==> src/wasm_config.svh <==
`ifndef WASM_CONFIG_SVH
`define WASM_CONFIG_SVH

// Code memory
`define WASM_CODE_BYTES 64
`define WASM_CODE_AW 6

// One code read returns this many bytes, lowest address first
`define WASM_WINDOW_BYTES 16

// Operand stack entries
`define WASM_STACK_DEPTH 8

`endif

==> src/wasm_pkg.sv <==
`default_nettype none

package wasm_pkg;

  // WebAssembly opcode bytes
  typedef enum logic [7:0] {
    op_unreachable = 8'h00,
    op_nop         = 8'h01,
    op_end         = 8'h0B,
    op_i32_const   = 8'h41,
    op_i64_const   = 8'h42,
    op_f32_const   = 8'h43,
    op_f64_const   = 8'h44
  } opcode_e;

  typedef enum logic [1:0] {
    vt_i32 = 2'd0,
    vt_i64 = 2'd1,
    vt_f32 = 2'd2,
    vt_f64 = 2'd3
  } value_type_e;

  typedef struct packed {
    value_type_e vtype;
    logic [63:0] value;
  } stack_entry_t;

  // Codes 2 and 3 kept free for pop and other ops
  typedef enum logic [1:0] {
    st_none = 2'd0,
    st_push = 2'd1
  } stack_op_e;

  typedef enum logic [2:0] {
    trap_none        = 3'd0,
    trap_fetch       = 3'd2,
    trap_unreachable = 3'd3,
    trap_bad_opcode  = 3'd4,
    trap_operand     = 3'd5,
    trap_overflow    = 3'd6
  } trap_e;

  // Core sequencing
  typedef enum logic [2:0] {
    FETCH   = 3'd0,
    FETCH2  = 3'd1,
    EXEC    = 3'd2,
    EXEC2   = 3'd3,
    MEMORY  = 3'd4,
    MEMORY2 = 3'd5
  } core_step_e;

endpackage

`default_nettype wire

==> src/code_memory.sv <==
`timescale 1ns/1ps
`default_nettype none

`include "wasm_config.svh"

module code_memory (
  input  wire                              clk,
  input  wire                              we,
  input  wire  [`WASM_CODE_AW-1:0]         waddr,
  input  wire  [7:0]                       wdata,
  input  wire  [`WASM_CODE_AW-1:0]         addr,
  input  wire  [3:0]                       extra,
  output logic [`WASM_WINDOW_BYTES*8-1:0]  data,
  output logic                             error
);

  // One spare bit so that addresses past the end can be seen
  localparam int AW1 = `WASM_CODE_AW + 1;

  logic [7:0]                      mem [`WASM_CODE_BYTES];
  logic [`WASM_WINDOW_BYTES*8-1:0] window;

  always_ff @(posedge clk) begin
    if (we) begin
      mem[waddr] <= wdata;
    end
  end

  for (genvar i = 0; i < `WASM_WINDOW_BYTES; i++) begin : g_window
    logic [AW1-1:0] idx;

    assign idx = {1'b0, addr} + AW1'(i);
    // Bytes beyond the end read as zero
    assign window[i*8 +: 8] = (idx < AW1'(`WASM_CODE_BYTES)) ?
                              mem[idx[`WASM_CODE_AW-1:0]] : 8'h00;
  end

  always_ff @(posedge clk) begin
    data  <= window;
    error <= ({1'b0, addr} + AW1'(extra)) >= AW1'(`WASM_CODE_BYTES);
  end

endmodule

`default_nettype wire

==> src/leb128_decoder.sv <==
`timescale 1ns/1ps
`default_nettype none

module leb128_decoder (
  input  wire  [79:0] bytes,
  output logic [63:0] value,
  output logic [3:0]  len
);

  // Seven payload bits per byte, ten bytes at most
  logic [69:0] raw;
  logic        done;
  logic        sign;

  always_comb begin
    raw  = '0;
    len  = 4'd10;
    done = 1'b0;
    // Without a terminating byte the last byte gives the sign
    sign = bytes[78];

    for (int i = 0; i < 10; i++) begin
      if (!done) begin
        raw[i*7 +: 7] = bytes[i*8 +: 7];
        if (!bytes[i*8 + 7]) begin
          done = 1'b1;
          len  = 4'(i + 1);
          sign = bytes[i*8 + 6];
        end
      end
    end
  end

  // Sign extension above the gathered bits
  always_comb begin
    for (int b = 0; b < 64; b++) begin
      if (b < 7 * int'(len)) begin
        value[b] = raw[b];
      end else begin
        value[b] = sign;
      end
    end
  end

endmodule

`default_nettype wire

==> src/operand_stack.sv <==
`timescale 1ns/1ps
`default_nettype none

`include "wasm_config.svh"

module operand_stack import wasm_pkg::*; (
  input  wire          clk,
  input  wire          reset,
  input  wire          stack_op_e op,
  input  wire          stack_entry_t data,
  output stack_entry_t tos,
  output logic         empty,
  output logic         overflow
);

  localparam int DEPTH = `WASM_STACK_DEPTH;
  // Pointer counts entries, so it needs to hold DEPTH itself
  localparam int PW    = $clog2(DEPTH + 1);
  localparam int IW    = $clog2(DEPTH);

  stack_entry_t  entries [DEPTH];
  logic [PW-1:0] ptr;
  logic          full;
  logic          push_ok;

  assign empty    = (ptr == '0);
  assign full     = (ptr == PW'(DEPTH));
  assign push_ok  = (op == st_push) && !full;
  assign overflow = (op == st_push) && full;

  // Entry below the pointer is the top
  assign tos = empty ? '0 : entries[IW'(ptr - 1'b1)];

  always_ff @(posedge clk) begin
    if (reset) begin
      ptr <= '0;
    end else if (push_ok) begin
      ptr <= ptr + 1'b1;
    end
  end

  always_ff @(posedge clk) begin
    if (push_ok) begin
      entries[ptr[IW-1:0]] <= data;
    end
  end

endmodule

`default_nettype wire

==> src/wasm_core.sv <==
`timescale 1ns/1ps
`default_nettype none

`include "wasm_config.svh"

module wasm_core import wasm_pkg::*; (
  input  wire                             clk,
  input  wire                             reset,

  output logic [`WASM_CODE_AW-1:0]        rom_addr,
  output logic [3:0]                      rom_extra,
  input  wire  [`WASM_WINDOW_BYTES*8-1:0] rom_data,
  input  wire                             rom_error,

  output logic [79:0]                     leb_bytes,
  input  wire  [63:0]                     leb_value,
  input  wire  [3:0]                      leb_len,

  output stack_op_e                       stack_op,
  output stack_entry_t                    push_entry,
  input  wire  stack_entry_t              tos,
  input  wire                             empty,
  input  wire                             overflow,

  output logic [63:0]                     result,
  output value_type_e                     result_type,
  output logic                            result_empty,
  output logic                            result_valid,
  output trap_e                           trap
);

  localparam int AW = `WASM_CODE_AW;

  core_step_e    step;
  logic [AW-1:0] pc;
  opcode_e       opcode;

  always_ff @(posedge clk) begin
    if (reset) begin
      step         <= FETCH;
      pc           <= '0;
      trap         <= trap_none;
      stack_op     <= st_none;
      result_valid <= 1'b0;
      rom_addr     <= '0;
      rom_extra    <= '0;
    end else begin
      // Strobes last a single cycle
      stack_op     <= st_none;
      result_valid <= 1'b0;

      if (trap == trap_none) begin
        if (overflow) begin
          trap <= trap_overflow;
        end else begin
          case (step)
            FETCH: begin
              rom_addr  <= pc;
              rom_extra <= 4'd0;
              pc        <= pc + 1'b1;
              step      <= FETCH2;
            end

            FETCH2: begin
              step <= EXEC;
            end

            EXEC: begin
              if (rom_error) begin
                trap <= trap_fetch;
              end else begin
                opcode <= opcode_e'(rom_data[7:0]);
                // Operand window starts right after the opcode
                rom_addr <= pc;
                step     <= EXEC2;

                case (rom_data[7:0])
                  op_unreachable: trap <= trap_unreachable;
                  op_nop:         step <= FETCH;
                  op_end: begin
                    result       <= tos.value;
                    result_type  <= tos.vtype;
                    result_empty <= empty;
                    result_valid <= 1'b1;
                    step         <= FETCH;
                  end
                  op_i32_const:   rom_extra <= 4'd4;
                  op_i64_const:   rom_extra <= 4'd9;
                  op_f32_const:   rom_extra <= 4'd3;
                  op_f64_const:   rom_extra <= 4'd7;
                  default:        trap <= trap_bad_opcode;
                endcase
              end
            end

            EXEC2: begin
              step <= MEMORY;
            end

            MEMORY: begin
              if (rom_error) begin
                trap <= trap_operand;
              end else begin
                case (opcode)
                  op_i32_const: begin
                    leb_bytes <= {40'd0, rom_data[39:0]};
                    step      <= MEMORY2;
                  end
                  op_i64_const: begin
                    leb_bytes <= rom_data[79:0];
                    step      <= MEMORY2;
                  end
                  // Float operands are raw little-endian bytes
                  op_f32_const: begin
                    stack_op   <= st_push;
                    push_entry <= '{vtype: vt_f32, value: {32'd0, rom_data[31:0]}};
                    pc         <= pc + AW'(4);
                    step       <= FETCH;
                  end
                  op_f64_const: begin
                    stack_op   <= st_push;
                    push_entry <= '{vtype: vt_f64, value: rom_data[63:0]};
                    pc         <= pc + AW'(8);
                    step       <= FETCH;
                  end
                  default: step <= FETCH;
                endcase
              end
            end

            MEMORY2: begin
              // Decoder output settles from the bytes latched in MEMORY
              stack_op         <= st_push;
              push_entry.value <= leb_value;
              push_entry.vtype <= (opcode == op_i64_const) ? vt_i64 : vt_i32;
              pc               <= pc + AW'(leb_len);
              step             <= FETCH;
            end

            default: step <= FETCH;
          endcase
        end
      end
    end
  end

endmodule

`default_nettype wire

==> src/wasm_cpu.sv <==
`timescale 1ns/1ps
`default_nettype none

`include "wasm_config.svh"

module wasm_cpu import wasm_pkg::*; (
  input  wire                       clk,
  input  wire                       reset,
  input  wire                       prog_we,
  input  wire  [`WASM_CODE_AW-1:0]  prog_addr,
  input  wire  [7:0]                prog_data,
  output logic [63:0]               result,
  output value_type_e               result_type,
  output logic                      result_empty,
  output logic                      result_valid,
  output trap_e                     trap
);

  logic [`WASM_CODE_AW-1:0]        rom_addr;
  logic [3:0]                      rom_extra;
  logic [`WASM_WINDOW_BYTES*8-1:0] rom_data;
  logic                            rom_error;

  logic [79:0]  leb_bytes;
  logic [63:0]  leb_value;
  logic [3:0]   leb_len;

  stack_op_e    stack_op;
  stack_entry_t push_entry;
  stack_entry_t tos;
  logic         empty;
  logic         overflow;

  wasm_core u_core (
    .clk          (clk),
    .reset        (reset),
    .rom_addr     (rom_addr),
    .rom_extra    (rom_extra),
    .rom_data     (rom_data),
    .rom_error    (rom_error),
    .leb_bytes    (leb_bytes),
    .leb_value    (leb_value),
    .leb_len      (leb_len),
    .stack_op     (stack_op),
    .push_entry   (push_entry),
    .tos          (tos),
    .empty        (empty),
    .overflow     (overflow),
    .result       (result),
    .result_type  (result_type),
    .result_empty (result_empty),
    .result_valid (result_valid),
    .trap         (trap)
  );

  // Program bytes come in through the write port
  code_memory u_code_memory (
    .clk   (clk),
    .we    (prog_we),
    .waddr (prog_addr),
    .wdata (prog_data),
    .addr  (rom_addr),
    .extra (rom_extra),
    .data  (rom_data),
    .error (rom_error)
  );

  leb128_decoder u_leb128 (
    .bytes (leb_bytes),
    .value (leb_value),
    .len   (leb_len)
  );

  operand_stack u_stack (
    .clk      (clk),
    .reset    (reset),
    .op       (stack_op),
    .data     (push_entry),
    .tos      (tos),
    .empty    (empty),
    .overflow (overflow)
  );

endmodule

`default_nettype wire

==> config.mk <==
export PLATFORM = sky130hd
export DESIGN_NAME = wasm_cpu
export DESIGN_NICKNAME = d
export VERILOG_FILES = /design/src/wasm_pkg.sv /design/src/code_memory.sv /design/src/leb128_decoder.sv /design/src/operand_stack.sv /design/src/wasm_core.sv /design/src/wasm_cpu.sv
export VERILOG_INCLUDE_DIRS = /design/src
export SDC_FILE = /design/constraint.sdc
export NUM_CORES = 2
export LEC_CHECK = 0
export ABC_AREA = 0
export BUFFER_PORTS_ARGS = -buffer_cell sky130_fd_sc_hd__buf_2
export CAP_MARGIN = 5
export CORE_ASPECT_RATIO = 1.5
export CORE_UTILIZATION = 50
export CTS_BUF_LIST = sky130_fd_sc_hd__clkbuf_8
export DETAILED_ROUTE_END_ITERATION = 7
export PLACE_DENSITY = 0.73
export SLEW_MARGIN = 20
export SYNTH_ARGS = -nofsm -noshare
export SYNTH_HDL_FRONTEND = slang
export SYNTH_SLANG_ARGS = --single-unit
==> constraint.sdc <==
create_clock -name clk -period 11.4 [get_ports clk]
set_input_delay 1.14 -clock clk [delete_from_list [all_inputs] [get_ports clk]]
set_output_delay 1.14 -clock clk [all_outputs]
set_load 0.02 [all_outputs]
==> results.txt <==
non-filler cells, final: 7,071
M2 GR Usage: 57.5%
Clock Path Buffers: 3
leading register cell type out of synthesis: edfxtp_1
WP data arrival: 6.83 ns
GRT met1 Usage: 41.2%
layout cell share with drive strength beyond 1: 30.3%
# Max-Cap Violations: 0
CTS tree: built
DRC violations left: 0
Worst setup EP type: register
cts hold-fix bufs: 0
FILL cells: 11,700
via count: 51,900
Std-Cell Core Area: 0.148 mm²
status: finished, final reports clean
PortBufs: 87
CP cell instances: inv_1 -> ha_4 -> buf_4 -> buf_4 -> buf_16 -> mux4_2 -> mux4_2 -> o211ai_1 -> o21ai_0
WL/cell: 39.1 µm
Mapped Cells: 4,915
Fin Clk Skew: 0.0492 ns
# placed instances: 6,688
Max rail drop VDD: 0.000108 V
1st-iter DRT viols: 7,333
average size of a mapped cell: 15.3 µm²
sequential fraction of the synthesis area: 53.1%
Hold Path Sink: u_core.leb_bytes[24]
first drt pass iteration count: 6
CTS clk-pin slew, worst paths: 0.07 ns
GPL Wtd Cong: 1.06
worst-skew pair later-pin latency: 1.00 ns
first-pass GRT wire length: 387 mm
Hold Crit Class: register to register
worst path required time: 12.10 ns
crit path time final: 6.13 ns
H-tree depth: 4
syn nets: 4,971
YS warnings: 0
fin crit share: 53.8%
Worst path slowest cell: ha_4
area share of the leading cell type in the synthesized netlist: 50.3%
Final #Nets: 5,024
Area Growth Syn to Fin: 9.21%
Cell Area, Synth: 0.0750 mm²
Setup CP Type: register to register
Final Hold Vio Count: 0
post-synth top area cell: edfxtp_1
cts bufs inserted: 200
#FFs+latches synth: 1,360
starting density of the core: 50.5%
grt total ovfl: 0
Layout Utilization: 55.2%
Worst setup SP type: register
gr busiest metal: met2
number of global-route vias before repair: 50,600
max frequency: 163 MHz
Slew HR: 14.9%
reg2reg setup slack: 5.27 ns
Root Buffer Master: clkbuf_8
HPWL Detailed: 189 mm
overall routing resource usage: 36.6%
Cell variety after synth: 81
worst reg-to-reg path cell count: 9
post-cts sizing count: 0
asr flop ratio synth: 0%
HP Start: u_code_memory.data[24]
RSZ-0062 raised after global routing: no
Setup WS pre-CTS: 5.40 ns
RR Startpoint: u_core.rom_addr[1]
number of enable flip-flop cells after synthesis: 1,256
antenna violations before repair: 23
vias per inst: 7.34
chip width: 318 µm
die height: 476 µm
Finish-stage setup viols: 0
P_leak: 26.1 nW
fin. max-slew vios: 0
hold path cells: 0
Antenna Nets Post-Route: 0
clock sink count: 1,360
met3 Use GR: 9.51%
Die ar.: 0.152 mm²
max incr delay on CP: 0.90 ns
largest net degree at the start of global routing: 135
Total Routed Length: 277 mm
# IOs: 88
setup bufs post-CTS: 0
worst reg2reg path endpoint: u_code_memory.data[43]
dominant cells by area after synthesis: edfxtp_1 (50%), mux4_2 (26%), nand2_1 (3.4%)
PwrDens: 152 mW/mm²
setup TNS: 0 ns
worst-margin pin slew: 1.27 ns
Max FO, Critical Path: 46
Final WS setup: 5.27 ns
row cnt: 173
-- cells in the mapped netlist (all sizes together) (29+ instances only) --
cell and n:
nand2 676, nor2 247, o21ai 118, a211oi 29, o211ai 41, a22oi 41, ha 33, a21oi 167
and2 53, inv 32, buf 231, nor3 31, clkbuf 155, a31oi 41, edfxtp 1256, mux2i 170
xnor2 37, mux4 884, nand4 46, nand3 121, a32oi 67, dfxtp 104, mux2 64
-- cell type report --
cell class / count / area [µm²] / share of cell area (%)
sequential: 1360 / 39800 / 48.6
multi-input combinational: 3134 / 33800 / 41.3
clock buffer: 207 / 2850 / 3.48
tap: 1925 / 2410 / 2.94
timing repair buffer: 237 / 1640 / 2.00
clock inverter: 158 / 1240 / 1.51
inverter: 35 / 135 / 0.165
antenna: 15 / 37.5 / 0.0458
-- stage by stage --
stage          instance area (µm²)  power, mW  hold WS, ns
4_1_cts                      81800       12.3        0.438
5_1_grt                      81900       12.7        0.454
3_5_place_dp                 77700       8.31        0.420
2_1_floorplan                75000       7.35        0.408
3_3_place_gp                 77700       8.29        0.420
6_report                     81900       12.4        0.446
-- kinds of logic after synthesis --
group | after synthesis | share of synthesized area, %
AOI/OAI and AO/OA | 645 | 5.73
muxes | 1118 | 29.8
and+or+nand+nor | 1286 | 7.50
adders and majority gates | 39 | 0.711
xor gates and xnor gates | 46 | 0.547
DFF | 1360 | 53.1
buffers and inverters | 421 | 2.61
-- power by group --
group	total (mW)	internal, mW	switching, mW
Sequential	5.73	5.54	0.193
Combinational	2.60	1.02	1.58
Clock	4.09	2.08	2.01
Total	12.4	8.64	3.78
-- layer usage --
layer  share of wire (%)  vias up
li1                    -    20300
met5               0.026        -
met2                  47     3930
met1                  32    26500
met4                  11       10
met3                  10     1103
-- registers in the layout (all words and copies together), names as in the netlist, 4 cells and up --
name	count
u_core.pc	6
u_core.opcode	8
u_code_memory.mem	512
u_code_memory.data	75
u_stack.ptr	4
u_core.leb_bytes	75
u_core.result	64
u_core.rom_addr	6
u_core.push_entry	66
u_stack.entries	528
u_core.rom_extra	4
-- critical path, delay by kind of cell (launching register included) --
family | cells | cell delay, ns
buffers and inverters | 4 | 1.88
AO/OA/AOI/OAI | 2 | 1.15
multiplexers | 2 | 1.10
adder cells (fa/ha/maj) | 1 | 0.90
flip-flops | 1 | 0.67
-- cells in the final DEF, fill, tap and decap left out, types with 17 or more instances in the layout --
cell type / n
mux4_2: 871
o21ai_0: 110
nand2_1: 674
nor2_2: 26
clkinv_2: 25
a22oi_1: 41
inv_1: 88
nor2b_1: 19
buf_2: 86
edfxtp_1: 1256
a31oi_1: 41
nand2b_1: 19
a211oi_1: 27
nand4_1: 46
clkbuf_8: 208
xnor2_1: 20
and3_1: 25
dfxtp_1: 98
o31ai_1: 17
a32oi_1: 67
nor3_1: 27
o211ai_1: 41
clkinv_1: 34
mux2i_1: 170
buf_4: 144
nor2_1: 210
a21oi_1: 163
mux2_2: 64
ha_1: 29
and2_1: 50
nand3_1: 121
-- worst max path at each step --
stage               slack [ns]                endpoint          startpoint
detailed placement        5.40  u_code_memory.data[43]  u_core.rom_addr[1]
floorplan                 1.64     u_core.leb_bytes[0]      u_stack.ptr[0]
CTS                       5.37  u_code_memory.data[43]  u_core.rom_addr[1]
global route              5.26  u_code_memory.data[43]  u_core.rom_addr[1]
finish                    5.27  u_code_memory.data[43]  u_core.rom_addr[1]
global placement          5.27  u_code_memory.data[43]  u_core.rom_addr[1]
Note: power is estimated with default switching activity, not from simulation.
